`config.mk`:
```
export PLATFORM = sky130hd
export DESIGN_NAME = rnn_cell_top
export DESIGN_NICKNAME = d
export VERILOG_FILES = /design/src/design/rnn_pkg.sv /design/src/design/fixed_mul.sv /design/src/design/hidden_state_store.sv /design/src/design/mac_accumulator.sv /design/src/design/rnn_cell_top.sv /design/src/design/rnn_sequencer.sv
export SDC_FILE = /design/constraint.sdc
export NUM_CORES = 1
export LEC_CHECK = 0
export BUFFER_PORTS_ARGS = -buffer_cell sky130_fd_sc_hd__buf_2
export CAP_MARGIN = 30
export CORE_MARGIN = 2
export CORE_UTILIZATION = 45
export CTS_CLUSTER_DIAMETER = 60
export DETAILED_ROUTE_END_ITERATION = 16
export PLACE_DENSITY_LB_ADDON = 0.2
export SYNTH_ARGS = -nofsm -noshare
export SYNTH_HDL_FRONTEND = slang
export SYNTH_SLANG_ARGS = --single-unit
```
`constraint.sdc`:
```
create_clock -name clk -period 10.7 [get_ports clk]
set_input_delay 1.07 -clock clk [delete_from_list [all_inputs] [get_ports clk]]
set_output_delay 1.07 -clock clk [all_outputs]
set_load 0.01 [all_outputs]
```
`src/design/rnn_pkg.sv`:
```
`default_nettype none

package rnn_pkg;

    localparam int VOCAB_SIZE     = 8;
    localparam int EMBEDDING_SIZE = 4;
    localparam int HIDDEN_SIZE    = 4;
    localparam int DATA_W         = 16;
    localparam int FRAC_BITS      = 8;     // Q8.8
    localparam int ADDR_W         = 16;

    typedef logic signed [DATA_W-1:0]   word_t;
    typedef logic signed [2*DATA_W-1:0] prod_t;
    typedef logic [ADDR_W-1:0]          addr_t;
    typedef logic [$clog2(VOCAB_SIZE)-1:0]     token_t;
    typedef logic [$clog2(HIDDEN_SIZE)-1:0]    hidden_idx_t;
    typedef logic [$clog2(EMBEDDING_SIZE)-1:0] emb_idx_t;

    // Weight memory layout, tables packed back to back
    localparam addr_t EMB_BASE  = addr_t'(0);
    localparam addr_t IH_W_BASE = EMB_BASE + addr_t'(VOCAB_SIZE * EMBEDDING_SIZE);
    localparam addr_t HH_W_BASE = IH_W_BASE + addr_t'(HIDDEN_SIZE * EMBEDDING_SIZE);
    localparam addr_t IH_B_BASE = HH_W_BASE + addr_t'(HIDDEN_SIZE * HIDDEN_SIZE);
    localparam addr_t HH_B_BASE = IH_B_BASE + addr_t'(HIDDEN_SIZE);
    localparam int    MEM_WORDS = int'(HH_B_BASE) + HIDDEN_SIZE;

    localparam emb_idx_t    LAST_EMB    = emb_idx_t'(EMBEDDING_SIZE - 1);
    localparam hidden_idx_t LAST_HIDDEN = hidden_idx_t'(HIDDEN_SIZE - 1);

    typedef struct packed {
        word_t data;
        logic  valid;
    } mem_rsp_t;

    typedef struct packed {
        word_t a;
        word_t b;
        logic  valid;
    } mul_req_t;

    typedef struct packed {
        word_t data;
        logic  valid;
        logic  last;
    } acc_beat_t;

    typedef enum logic [3:0] {
        ST_IDLE,
        ST_EMB_REQ,
        ST_EMB_NEXT,
        ST_HH_REQ,
        ST_HH_MUL,
        ST_HH_BIAS_REQ,
        ST_IH_GAP,
        ST_IH_REQ,
        ST_IH_MUL,
        ST_IH_BIAS_REQ,
        ST_SUM_WAIT,
        ST_DONE
    } seq_state_t;

    // Full product back to Q8.8, arithmetic shift then truncate
    function automatic word_t fx_scale(prod_t p);
        return word_t'(p >>> FRAC_BITS);
    endfunction

endpackage

`default_nettype wire

```
`src/design/fixed_mul.sv`:
```
`timescale 1ns/1ps
`default_nettype none

module fixed_mul import rnn_pkg::*; (
    input  logic     clk,
    input  logic     reset,
    input  mul_req_t req,
    output word_t    result,
    output logic     result_valid
);

    prod_t prod_q;
    logic  prod_valid;

    always_ff @(posedge clk)
    begin
        if (reset)
        begin
            prod_valid   <= 1'b0;
            result_valid <= 1'b0;
        end
        else
        begin
            prod_valid   <= req.valid;
            result_valid <= prod_valid;
        end
    end

    // Stage 1 full signed product, stage 2 rescale
    always_ff @(posedge clk)
    begin
        prod_q <= prod_t'($signed(req.a)) * prod_t'($signed(req.b));
        result <= fx_scale(prod_q);
    end

endmodule

`default_nettype wire

```
`src/design/hidden_state_store.sv`:
```
`timescale 1ns/1ps
`default_nettype none

module hidden_state_store import rnn_pkg::*; (
    input  logic        clk,
    input  logic        reset,
    input  logic        emb_wr,
    input  emb_idx_t    emb_idx,
    input  word_t       emb_data,
    input  logic        neuron_wr,
    input  hidden_idx_t neuron_idx,
    input  word_t       neuron_data,
    input  logic        commit,
    input  hidden_idx_t src_idx,
    output word_t       src_word,
    output word_t       emb_word,
    input  hidden_idx_t hidden_sel,
    output word_t       hidden_value
);

    word_t emb_buf    [EMBEDDING_SIZE];
    word_t new_hidden [HIDDEN_SIZE];
    word_t old_hidden [HIDDEN_SIZE];   // Committed state of the previous step

    always_ff @(posedge clk)
    begin
        if (reset)
        begin
            for (int i = 0; i < EMBEDDING_SIZE; i++)
            begin
                emb_buf[i] <= '0;
            end
            for (int i = 0; i < HIDDEN_SIZE; i++)
            begin
                new_hidden[i] <= '0;
                old_hidden[i] <= '0;
            end
        end
        else
        begin
            if (emb_wr)
                emb_buf[emb_idx] <= emb_data;
            if (neuron_wr)
                new_hidden[neuron_idx] <= neuron_data;
            if (commit)
                old_hidden <= new_hidden;
        end
    end

    assign src_word     = old_hidden[src_idx];
    assign emb_word     = emb_buf[emb_idx];
    assign hidden_value = old_hidden[hidden_sel];

endmodule

`default_nettype wire

```
`src/design/mac_accumulator.sv`:
```
`timescale 1ns/1ps
`default_nettype none

module mac_accumulator import rnn_pkg::*; (
    input  logic      clk,
    input  logic      reset,
    input  acc_beat_t beat,
    output word_t     sum,
    output logic      sum_valid
);

    word_t total;
    word_t total_next;

    assign total_next = total + beat.data;      // Wraps modulo 2^16

    always_ff @(posedge clk)
    begin
        if (reset)
        begin
            total     <= '0;
            sum_valid <= 1'b0;
        end
        else
        begin
            sum_valid <= beat.valid && beat.last;
            if (beat.valid)
                total <= beat.last ? '0 : total_next;
        end
    end

    always_ff @(posedge clk)
    begin
        if (beat.valid && beat.last)
            sum <= total_next;
    end

endmodule

`default_nettype wire

```
`src/design/rnn_cell_top.sv`:
```
`timescale 1ns/1ps
`default_nettype none

module rnn_cell_top import rnn_pkg::*; (
    input  logic        clk,
    input  logic        reset,
    input  logic        start,
    input  token_t      token,
    output logic        read_en,
    output addr_t       read_address,
    input  mem_rsp_t    read_rsp,
    output logic        busy,
    output logic        done,
    input  hidden_idx_t hidden_sel,
    output word_t       hidden_value
);

    mul_req_t    mul_req;
    word_t       mul_result;
    logic        mul_valid;
    acc_beat_t   acc_beat;
    word_t       acc_sum;
    logic        acc_sum_valid;
    logic        emb_wr;
    emb_idx_t    emb_idx;
    logic        neuron_wr;
    hidden_idx_t neuron_idx;
    hidden_idx_t src_idx;
    word_t       src_word;
    word_t       emb_word;
    logic        commit;

    rnn_sequencer u_rnn_sequencer (
        .clk           (clk),
        .reset         (reset),
        .start         (start),
        .token         (token),
        .read_en       (read_en),
        .read_address  (read_address),
        .read_rsp      (read_rsp),
        .mul_req       (mul_req),
        .mul_result    (mul_result),
        .mul_valid     (mul_valid),
        .acc_beat      (acc_beat),
        .acc_sum_valid (acc_sum_valid),
        .emb_wr        (emb_wr),
        .emb_idx       (emb_idx),
        .neuron_wr     (neuron_wr),
        .neuron_idx    (neuron_idx),
        .src_idx       (src_idx),
        .src_word      (src_word),
        .emb_word      (emb_word),
        .commit        (commit),
        .busy          (busy),
        .done          (done)
    );

    fixed_mul u_fixed_mul (
        .clk          (clk),
        .reset        (reset),
        .req          (mul_req),
        .result       (mul_result),
        .result_valid (mul_valid)
    );

    mac_accumulator u_mac_accumulator (
        .clk       (clk),
        .reset     (reset),
        .beat      (acc_beat),
        .sum       (acc_sum),
        .sum_valid (acc_sum_valid)
    );

    hidden_state_store u_hidden_state_store (
        .clk          (clk),
        .reset        (reset),
        .emb_wr       (emb_wr),
        .emb_idx      (emb_idx),
        .emb_data     (read_rsp.data),          // Embedding words come straight from memory
        .neuron_wr    (neuron_wr),
        .neuron_idx   (neuron_idx),
        .neuron_data  (acc_sum),
        .commit       (commit),
        .src_idx      (src_idx),
        .src_word     (src_word),
        .emb_word     (emb_word),
        .hidden_sel   (hidden_sel),
        .hidden_value (hidden_value)
    );

endmodule

`default_nettype wire

```
`src/design/rnn_sequencer.sv`:
```
`timescale 1ns/1ps
`default_nettype none

module rnn_sequencer import rnn_pkg::*; (
    input  logic        clk,
    input  logic        reset,
    input  logic        start,
    input  token_t      token,
    output logic        read_en,
    output addr_t       read_address,
    input  mem_rsp_t    read_rsp,
    output mul_req_t    mul_req,
    input  word_t       mul_result,
    input  logic        mul_valid,
    output acc_beat_t   acc_beat,
    input  logic        acc_sum_valid,
    output logic        emb_wr,
    output emb_idx_t    emb_idx,
    output logic        neuron_wr,
    output hidden_idx_t neuron_idx,
    output hidden_idx_t src_idx,
    input  word_t       src_word,
    input  word_t       emb_word,
    output logic        commit,
    output logic        busy,
    output logic        done
);

    seq_state_t  state;
    token_t      token_q;
    emb_idx_t    elem;
    hidden_idx_t src;
    hidden_idx_t neuron;

    always_ff @(posedge clk)
    begin
        if (reset)
        begin
            state  <= ST_IDLE;
            elem   <= '0;
            src    <= '0;
            neuron <= '0;
        end
        else
        begin
            case (state)
                ST_IDLE:
                    if (start)
                    begin
                        token_q <= token;
                        elem    <= '0;
                        src     <= '0;
                        neuron  <= '0;
                        state   <= ST_EMB_REQ;
                    end
                ST_EMB_REQ:
                    if (read_rsp.valid)
                        state <= ST_EMB_NEXT;
                ST_EMB_NEXT:
                    if (elem == LAST_EMB)
                    begin
                        elem  <= '0;
                        state <= ST_HH_REQ;
                    end
                    else
                    begin
                        elem  <= elem + 1'b1;
                        state <= ST_EMB_REQ;
                    end
                ST_HH_REQ:
                    if (read_rsp.valid)
                        state <= ST_HH_MUL;
                ST_HH_MUL:
                    if (mul_valid)
                    begin
                        src   <= (src == LAST_HIDDEN) ? '0 : src + 1'b1;
                        state <= (src == LAST_HIDDEN) ? ST_HH_BIAS_REQ : ST_HH_REQ;
                    end
                ST_HH_BIAS_REQ:
                    if (read_rsp.valid)
                        state <= ST_IH_GAP;
                ST_IH_GAP:
                    state <= ST_IH_REQ;                 // Lets read_en drop between reads
                ST_IH_REQ:
                    if (read_rsp.valid)
                        state <= ST_IH_MUL;
                ST_IH_MUL:
                    if (mul_valid)
                    begin
                        elem  <= (elem == LAST_EMB) ? '0 : elem + 1'b1;
                        state <= (elem == LAST_EMB) ? ST_IH_BIAS_REQ : ST_IH_REQ;
                    end
                ST_IH_BIAS_REQ:
                    if (read_rsp.valid)
                        state <= ST_SUM_WAIT;
                ST_SUM_WAIT:
                    if (acc_sum_valid)
                    begin
                        neuron <= neuron + 1'b1;
                        state  <= (neuron == LAST_HIDDEN) ? ST_DONE : ST_HH_REQ;
                    end
                ST_DONE:
                    state <= ST_IDLE;
                default:
                    state <= ST_IDLE;
            endcase
        end
    end

    always_comb
    begin
        read_en      = 1'b0;
        read_address = '0;
        mul_req      = '0;
        acc_beat     = '0;
        emb_wr       = 1'b0;
        neuron_wr    = 1'b0;
        commit       = 1'b0;
        done         = 1'b0;
        case (state)
            ST_EMB_REQ:
            begin
                read_en      = 1'b1;
                read_address = EMB_BASE + addr_t'(token_q) * addr_t'(EMBEDDING_SIZE)
                               + addr_t'(elem);
                emb_wr       = read_rsp.valid;
            end
            ST_HH_REQ:
            begin
                read_en      = 1'b1;
                read_address = HH_W_BASE + addr_t'(neuron) * addr_t'(HIDDEN_SIZE)
                               + addr_t'(src);
                mul_req      = '{a: read_rsp.data, b: src_word, valid: read_rsp.valid};
            end
            ST_HH_BIAS_REQ:
            begin
                read_en      = 1'b1;
                read_address = HH_B_BASE + addr_t'(neuron);
                acc_beat     = '{data: read_rsp.data, valid: read_rsp.valid, last: 1'b0};
            end
            ST_IH_REQ:
            begin
                read_en      = 1'b1;
                read_address = IH_W_BASE + addr_t'(neuron) * addr_t'(EMBEDDING_SIZE)
                               + addr_t'(elem);
                mul_req      = '{a: read_rsp.data, b: emb_word, valid: read_rsp.valid};
            end
            ST_IH_BIAS_REQ:
            begin
                read_en      = 1'b1;
                read_address = IH_B_BASE + addr_t'(neuron);
                acc_beat     = '{data: read_rsp.data, valid: read_rsp.valid, last: 1'b1};
            end
            ST_HH_MUL, ST_IH_MUL:
                acc_beat = '{data: mul_result, valid: mul_valid, last: 1'b0};
            ST_SUM_WAIT:
                neuron_wr = acc_sum_valid;
            ST_DONE:
            begin
                commit = 1'b1;
                done   = 1'b1;
            end
            default: ;
        endcase
    end

    assign busy       = (state != ST_IDLE) && (state != ST_DONE);
    assign emb_idx    = elem;
    assign src_idx    = src;
    assign neuron_idx = neuron;

endmodule

`default_nettype wire

```
# Word level (Yosys, flattened, before mapping)

Memory sizes are Yosys's and may differ from the RTL's. A register that Yosys moved wholly into a read port is not among the register bits.
Index checks and enable logic that the tools add are counted.

Flip-flop bits (word level): 216
RAM bits: 64
Bits of input ports: 25
Output and inout port bits: 35
Logic and storage cells: 131
Memories: 1

Add/sub/neg operators: 11
$mul: 1
Magnitude comparators: 4
Equal/unequal tests: 24
Muxes and demuxes: 50
Bitwise operators: 4
Reductions and logical operators: 16

Memories:

| name                         | words | width | rd ports | clocked after Yosys merged registers in | wr ports | RTL line                 | text |
|---|---|---|---|---|---|---|---|
| u_hidden_state_store.emb_buf | 4     | 16    | 1        | 1                                       | 4        | hidden_state_store.sv:21 | `word_t emb_buf [EMBEDDING_SIZE];` |

Operator list:

| kind                | number |
|---|---|
| $mux 16             | 7 |
| $pmux 16 s5         | 1 |
| $pmux 33 s2         | 1 |
| $bmux 16 s2         | 2 |
| $bwmux 64           | 1 |
| $pmux 18 s3         | 1 |
| $mux 4              | 11 |
| $pmux 4 s11         | 1 |
| $add 16x2->16       | 2 |
| $demux 16 s2        | 1 |
| $mul 16x16->24      | 1 |
| $mux 2              | 10 |
| $add 16x16->16      | 1 |
| $add 7x2->8 const A | 2 |
| $eq 4x3->1 const B  | 4 |
| $eq 4x4->1 const B  | 4 |
| $reduce_or 16->1    | 1 |
| $add 6x4->7 const A | 2 |
| $ne 2x2->1 const B  | 6 |
| $reduce_and 3->1    | 4 |
| $mux 1              | 10 |
| $ge 3x3->1 const B  | 3 |
| $not 2->3           | 3 |
| $reduce_and 9->1    | 1 |
| 19 further kinds    | 30 |

# Logic depth before layout (Yosys ltp)

Gate-level depths: netlist of the first run.

Depth in word-level cells: 7
Mapped depth: 32
Depth with buffers taken out: 28

# Modules after synthesis

Synthesis of the first run repeated with hierarchy kept, for this count alone.

Cell total of the unflattened synthesis: 1915
Area, all modules: 19775.2 µm²

Modules (own cells, without submodules):

| module             | times used | cells an instance | area each (µm²) | sequential area each (µm²) |
|---|---|---|---|---|
| hidden_state_store | 1          | 659               | 8331.7          | 4484.3 |
| fixed_mul          | 1          | 895               | 8187.9          | 680.7 |
| mac_accumulator    | 1          | 170               | 1767.9          | 820.8 |
| rnn_sequencer      | 1          | 191               | 1487.7          | 290.3 |

# Least setup slack after synthesis of the first run

Ideal clock, no wire load.

Kind: register to register
Start point: register u_rnn_sequencer.src[0], in the netlist u_rnn_sequencer.src_idx[0]
End point: register u_fixed_mul.prod_q[23]
Library setup time: 72 ps
Arrival time: 7553 ps
Data required time: 10628 ps
Slack: 3075 ps
Stages on the path, launching flop included: 29
Buffers on the path: 3
Clock period less this slack: 7625 ps
Cell sequence: dfxtp_1 > buf_2 > clkbuf_1 > mux4_2 > mux2_2 > nand2_1 > clkbuf_1 > nor2_1 > fa_1 > inv_1 > fa_1 > fa_1 > fa_1 > inv_1 > fa_1 > inv_1 > fa_1 > inv_1 > ha_1 > nand4_1 > nor2_1 > and4_4 > a21o_1 > o211a_1 > o311a_1 > o2111ai_2 > nand2_2 > o41ai_2 > xnor2_1

Word-level cells in the longest chain between the ends: 6

Ends and longest elaborated chain:

| what                                        | RTL line                 | text |
|---|---|---|
| start, declared                             | rnn_sequencer.sv:32      | `hidden_idx_t src;` |
| start signal, assigned                      | rnn_sequencer.sv:76      | `src <= (src == LAST_HIDDEN) ? '0 : src + 1'b1;` |
| $not 2->3 (not written as such)             | hidden_state_store.sv:50 | `assign src_word = old_hidden[src_idx];` |
| $bmux 16 s2                                 | hidden_state_store.sv:50 |  |
| $mux 16 (not written as such) (2 in series) | hidden_state_store.sv:50 |  |
| $pmux 33 s2                                 | rnn_sequencer.sv:120     | `case (state)` |
| $mul 16x16->24                              | fixed_mul.sv:32          | `prod_q <= prod_t'($signed(req.a)) * prod_t'($signed(req.b));` |
| end signal, assigned                        | fixed_mul.sv:32          |  |
| end, declared                               | fixed_mul.sv:12          | `prod_t prod_q;` |

Every way passes these cells. The select of a mux whose other input is x is not followed.
A chain may end at the register's enable or synchronous reset.

# Worst setup path in the final report of the first run

Start point: register u_rnn_sequencer.state[1]
End point: register u_fixed_mul.prod_q[23]

Word-level cells in the longest chain between the ends: 3
Elaborated cells on any way between the ends: 4
Classes of those cells: mul (1); eq/ne (2); mux (1)

Ends and longest elaborated chain:

| what                                            | RTL line             | text |
|---|---|---|
| start, declared                                 | rnn_sequencer.sv:29  | `seq_state_t state;` |
| start signal, assigned                          | rnn_sequencer.sv:77  | `state <= (src == LAST_HIDDEN) ? ST_HH_BIAS_REQ : ST_HH_REQ;` |
| start signal, assigned                          | rnn_sequencer.sv:91  | `state <= (elem == LAST_EMB) ? ST_IH_BIAS_REQ : ST_IH_REQ;` |
| start signal, assigned                          | rnn_sequencer.sv:100 | `state <= (neuron == LAST_HIDDEN) ? ST_DONE : ST_HH_REQ;` |
| $eq 4x3->1 / $eq 4x2->1 (equally long branches) | rnn_sequencer.sv:120 |  |
| $pmux 33 s2 (*)                                 | rnn_sequencer.sv:120 |  |
| $mul 16x16->24 (*)                              | fixed_mul.sv:32      |  |

Mark *: on every way between the ends. The rest lies on a longest branch, timed or not.

==> impl_metrics.csv, run 1 <==
group,metric,value,unit
clock_network,cts_tree,"done",
timing,fin_crit_sh,79.5,%
route,drc_errors,0,
timing,period_minus_slack,8.50,ns
place,place_hpwl,39.0,mm
worst_setup_path,slowest_stage,"dfxtp_1",
power,power.leakage,8.50,nW
final_layout,area_delta_synth_final,9.71,%
clock_network,hold_buffers,0,
worst_setup_path,worstSetupPathType,"reg -> reg",
global_route,grt_pass1_vias,14400,
clock_network,cts_sinks,274,
synthesis,ys.flop_type,"dfxtp_1",
final_layout,utilization,50.0,%
timing,finalMaxSlewViolations,0,
power,p_per_area,115,mW/mm^2
worst_setup_path,worst-path-buf-inv,7,
timing,grt_setup_unrepaired,"false",
floorplan,core,0.0420,sq mm
worst_setup_path,slowest_delay,0.74,ns
worst_setup_path,crit_family,"adder cells",
clock_network,cts_max_path_buffers,3,
synthesis,ys_seq_elements,274,
synthesis,synth_cell_types,65,
place,placed_area,0.0198,sq mm
timing,final.setup_skew,0.0201,ns
global_route,grt_usage,25.1,%
floorplan,pin_count,60,
clock_network,cts_buffers,34,
timing,fmax,118,MHz
global_route,antenna_found_initial,1,
route,detail_route.wl_per_cell,20.5,microns
worst_setup_path,arrival,8.92,ns
route,viasPerCell,5.41,
worst_setup_path,crit_path_frequent_cell,"fa_1",
synthesis,async_reset_ff_share,0,%
route,postRouteAntennaNets,0,
final_layout,num_antenna_cells,0,
clock_network,cts_repair_resize_count,0,
final_layout,fillerInstances,3930,
final_layout,drive_above_1_share,9.73,%
synthesis,synth-seq-area-share,32.9,%
timing,hold_viol_final,0,
timing,slew_headroom,30.1,%
power,p_total,0.00242,W
synthesis,synthCells,2052,
final_layout,final_area,0.0210,sq mm
floorplan,start_util,45.6,%
clock_network,clkLatencyLatePin,0.55,ns
floorplan,dieArea,0.0443,sq mm
worst_setup_path,cp-end-kind,"flop",
route,initialDrtViolationCount,1311,
clock_network,cts_root_buf,"clkbuf_16",
global_route,grt_max_degree,96,
global_route,grt_pass1_wl,84.5,mm
route,routed_wl,53.5,mm
worst_setup_path,required,11.12,ns
floorplan,std_cell_rows,75,
outcome,outcome,"complete, no violations",
power,peakVddDrop,0.101,mV
route,firstDrtPassIters,7,
synthesis,synth_edf_count,83,
floorplan,die_w,210,microns
worst_setup_path,startpoint_type,"flop",
synthesis,postSynthAreaPerCell,9.35,sq um
worst_hold_path,worstHoldPathType,"reg -> reg",
clock_network,clk_pin_slew_worst_paths,0.06,ns
timing,max_slew.worst_pin.slew,1.05,ns
place,io_buffers,50,
synthesis,yosys_warnings,0,
worst_setup_path,cp_max_fo,44,
clock_network,h-tree-depth,2,
place,place_congestion,0.922,
final_layout,final_nets,2353,
timing,setup_viol,0,
clock_network,postCtsSetupRepairBufs,0,
global_route,overflow,0,
route,vias,14200,
floorplan,die_h,210,microns
synthesis,synth_area,0.0192,sq mm
timing,fin_tns_setup,0,ns
job,cap_violations,0,
## stage by stage
step	setup slack, ns	std cells	hold WS (ns)
after floorplan	3.07	2060	0.310
after global placement	2.40	2551	0.312
after detailed placement	2.28	2552	0.313
after CTS	2.20	2613	0.327
after global routing	1.66	2614	0.329
final	2.20	2614	0.325
## cells in the final DEF (no fill, tap or decap), drive strengths merged, types with 6 or more instances in the layout
master  Yosys  final
a22oi      20     20
or2        12     12
nor3       19     19
nand2     341    341
xnor2      41     41
clkinv      0      8
nand3      46     46
a22o       14     14
inv       256    263
nor2b      12     12
and3        6      6
fa        187    187
edfxtp     83     83
a21oi     158    158
mux2        7      7
conb        1      9
nor2      199    199
a21o       10     10
dfxtp     191    191
nand3b      6      6
buf        22     74
mux4       46     46
and2       79     79
xor2       10     10
ha         91     91
clkbuf     98     40
mux2i      15     15
nand2b     10     10
o21ai      21     21
## layout make-up
cell class | instances | area, sq um | area share (%)
sequential | 274 | 6320 | 30.0
clock inverter | 21 | 300 | 1.43
clock buffer | 40 | 883 | 4.20
multi-input combinational | 1410 | 11500 | 54.4
timing repair buffer | 74 | 453 | 2.15
inverter | 256 | 961 | 4.57
tap | 539 | 674 | 3.21
## path summary, 6_finish.rpt
path | start | endpoint | slack, ns | cells after the start
worst min-delay path | u_fixed_mul.prod_q[16] | u_fixed_mul.result[8] | 0.33 | 0
worst max-delay path | u_rnn_sequencer.state[1] | u_fixed_mul.prod_q[23] | 2.20 | 27
worst min register to register | u_fixed_mul.prod_q[16] | u_fixed_mul.result[8] | 0.33 | 0
worst max register to register | u_rnn_sequencer.state[1] | u_fixed_mul.prod_q[23] | 2.20 | 27
## cells by family (layout without fill, tap and decap cells)
kind of cell	Yosys count	count (layout)	synth area share, %
adders and majority gates	278	278	25.5
buffers and inverters	376	391	7.61
AOI/OAI and AO/OA	251	251	7.77
DFF	274	274	32.9
and+or+nand+nor	753	753	17.3
xor gates and xnor gates	51	51	2.33
other	1	9	0.0196
muxes	68	68	6.62
## layer usage
metal	global-route usage (%)	share of wire, %	vias to the layer above
li1	-	-	6585
met1	36.2	45	7011
met2	38.3	44	459
met3	4.41	7.3	95
met4	8.81	3.3	0
met5	0	0	-
## state kept, by name, summed over array words and instances (netlist names), 2 cells and up, named ones only
name                             count
u_fixed_mul.prod_q                  16
u_fixed_mul.result                  16
u_hidden_state_store.emb_buf        64
u_hidden_state_store.new_hidden     64
u_hidden_state_store.old_hidden     64
u_mac_accumulator.sum               16
u_mac_accumulator.total             16
u_rnn_sequencer.emb_idx              2
u_rnn_sequencer.neuron_idx           2
u_rnn_sequencer.src_idx              2
u_rnn_sequencer.state                4
u_rnn_sequencer.token_q              3
## synth_stat cells, types with 41 or more instances
library cell  count  share of area (%)
nand2_1         340                6.7
inv_1           255                5.0
nor2_1          199                3.9
dfxtp_1         191                 20
fa_1            187                 20
a21oi_1         158                4.1
clkbuf_1         96                1.9
ha_1             91                5.9
edfxtp_1         83                 13
and2_1           79                2.6
mux4_2           46                5.4
nand3_1          46                1.2
xnor2_1          41                1.9
## where the power goes
part	internal (W)	switching, W	leakage (nW)
sequential	0.00108	0.00000811	2.40
combinational	0.0000302	0.0000784	5.52
clock	0.000729	0.000493	0.575
No activity file was read; power rests on OpenSTA's default activity.
==> run 2, diff against run 1 <==
Clock period 10.7 ns to 7.8 ns, I/O delays scaled along.
==> run 2 against run 1 <==
  * Clock power increased by 26%
  * Worst hold slack barely moved
  * Via count rose by 1.1%
  * Critical path depth down 1
  * Combinational power increased by 48%
  * Global-route usage is 0.067 points lower
  * Sequential power rose by 37%
  * Sequential share of layout area down 0.13 points
  * Clock skew fell by 0.0031 ns
  * Largest cell class unchanged
==> impl_metrics.csv, run 2 (synthesis results as in run 1) <==
group,metric,value,unit
worst_setup_path,rr_worst_depth,26,
timing,fmax,136,MHz
timing,max_slew.worst_pin.slew,0.984,ns
clock_network,cts_buffers,35,
clock_network,cts_sinks,274,
global_route,overflow,0,
global_route,grt_pass1_wl,84.2,mm
global_route,grt_max_degree,66,
clock_network,postCtsSetupRepairBufs,0,
worst_setup_path,arrival,7.77,ns
floorplan,die_w,210,microns
clock_network,cts_tree,"done",
route,vias,14300,
route,viasPerCell,5.42,
worst_setup_path,worstSetupPathType,"reg -> reg",
floorplan,dieArea,0.0443,sq mm
job,cap_violations,0,
floorplan,start_util,45.6,%
place,place_hpwl,39.8,mm
route,drc_errors,0,
final_layout,final_area,0.0211,sq mm
timing,final.setup_skew,0.0171,ns
worst_hold_path,worstHoldPathType,"reg -> reg",
clock_network,clkLatencyLatePin,0.54,ns
final_layout,regArea,0.00632,sq mm
route,routed_wl,53.5,mm
clock_network,h-tree-depth,2,
timing,grt_setup_unrepaired,"false",
route,firstDrtPassIters,7,
global_route,grt_pass1_vias,14500,
worst_setup_path,startpoint_type,"flop",
final_layout,drive_above_1_share,10.8,%
power,p_per_area,151,mW/mm^2
clock_network,clk_pin_slew_worst_paths,0.05,ns
timing,finalMaxSlewViolations,0,
final_layout,largest_registers,"u_hidden_state_store.emb_buf (64), u_hidden_state_store.new_hidden (64), u_hidden_state_store.old_hidden (64)",
clock_network,cts_root_buf,"clkbuf_16",
floorplan,die_h,210,microns
global_route,grt_usage,25.1,%
route,postRouteAntennaNets,0,
floorplan,pin_count,60,
final_layout,mostFrequentLayoutCells,"nand2_1 (340), inv_1 (254), nor2_1 (199)",
route,initialDrtViolationCount,1322,
worst_setup_path,r2r_end,"u_fixed_mul.prod_q[23]",
final_layout,fillerInstances,3938,
worst_setup_path,cp_max_fo,8,
place,place_congestion,0.993,
timing,setup_viol,0,
timing,period_minus_slack,7.37,ns
final_layout,final_nets,2380,
worst_setup_path,r2r_setup_slack,0.43,ns
timing,hold_viol_final,0,
timing,fin_crit_sh,94.4,%
route,detail_route.wl_per_cell,20.3,microns
worst_setup_path,endpoint,"u_fixed_mul.prod_q[23]",
final_layout,layout_commonest_cell,"nand2_1",
place,placed_area,0.0201,sq mm
global_route,antenna_found_initial,1,
timing,slew_headroom,34.4,%
power,peakVddDrop,0.100,mV
final_layout,multiInputGateArea,0.0115,sq mm
power,power.leakage,8.58,nW
floorplan,std_cell_rows,75,
place,io_buffers,50,
floorplan,core,0.0420,sq mm
timing,fin_tns_setup,0,ns
clock_network,cts_max_path_buffers,3,
worst_setup_path,required,8.20,ns
final_layout,num_antenna_cells,0,
final_layout,area_delta_synth_final,10.2,%
outcome,outcome,"complete, no violations",
worst_setup_path,cp-end-kind,"flop",
## run 2: what timing repair did
action | 4_1_cts | 5_1_grt
hold buffers | 0 | 0
gates resized for setup | 0 | 1
endpoints found under the setup margin | 0 | 3
## run 2: routing by layer
metal | up-vias | wire length (microns) | share of wire (%) | global-route usage [%]
li1 | 6657 | - | - | -
met1 | 7116 | 23900 | 45 | 35.1
met2 | 430 | 24600 | 46 | 39.7
met3 | 98 | 3470 | 6.5 | 4.62
met4 | 2 | 1490 | 2.8 | 7.89
met5 | - | 10 | 0.019 | 0
## run 2: worst max-delay path, stage by stage, from the launching register on
cell	delay, ns
dfxtp_1	0.43
buf_4	0.20
mux4_2	0.52
mux2_2	0.31
nand2_1	0.23
nor2_1	0.11
fa_1	0.54
inv_1	0.05
fa_1	0.46
fa_1	0.50
fa_1	0.56
inv_1	0.06
fa_1	0.52
inv_1	0.06
fa_1	0.48
inv_1	0.05
ha_1	0.32
nand4_1	0.09
nor2_1	0.06
and4_4	0.17
a21o_1	0.20
o211a_1	0.27
o311a_1	0.38
o2111ai_2	0.22
nand2_2	0.09
o41ai_2	0.24
xnor2_1	0.10
## run 2: per-stage QoR
stage               utilization (%)  total power, W  setup WS [ns]  instances  hold WS [ns]
floorplan                         -         0.00162          0.175       2060         0.310
global placement               47.6         0.00168          0.438       2578         0.311
detailed placement             47.7         0.00168          0.367       2579         0.314
CTS                            50.3         0.00322          0.317       2639         0.326
global route                   50.3         0.00329         0.0410       2639         0.328
finish                         50.3         0.00319          0.434       2639         0.325
## run 2: report_power, final
part	internal (W)	switching (W)	leakage, nW
Sequential	0.00149	0.00000699	2.40
Clock	0.000901	0.000635	0.530
Combinational	0.0000473	0.000114	5.65
## run 2: how the worst min path moves through the flow
stage / from / end / slack, ns / cells after the start
2_1_floorplan: u_fixed_mul.prod_q[8] / u_fixed_mul.result[0] / 0.31 / 0
3_3_place_gp: u_fixed_mul.prod_q[16] / u_fixed_mul.result[8] / 0.31 / 0
3_5_place_dp: u_fixed_mul.prod_q[15] / u_fixed_mul.result[7] / 0.31 / 0
4_1_cts: u_fixed_mul.prod_q[15] / u_fixed_mul.result[7] / 0.33 / 0
5_1_grt: u_fixed_mul.prod_q[23] / u_fixed_mul.result[15] / 0.33 / 0
6_report: u_fixed_mul.prod_q[14] / u_fixed_mul.result[6] / 0.32 / 0
## run 2: cell type report
cell class | instances | area share [%]
clock buffers | 45 | 4.51
clock inverters | 15 | 0.604
repair buffers | 100 | 3.07
inverters | 256 | 4.55
well taps | 539 | 3.19
flip-flops and latches | 274 | 29.9
multi-input cells | 1410 | 54.2
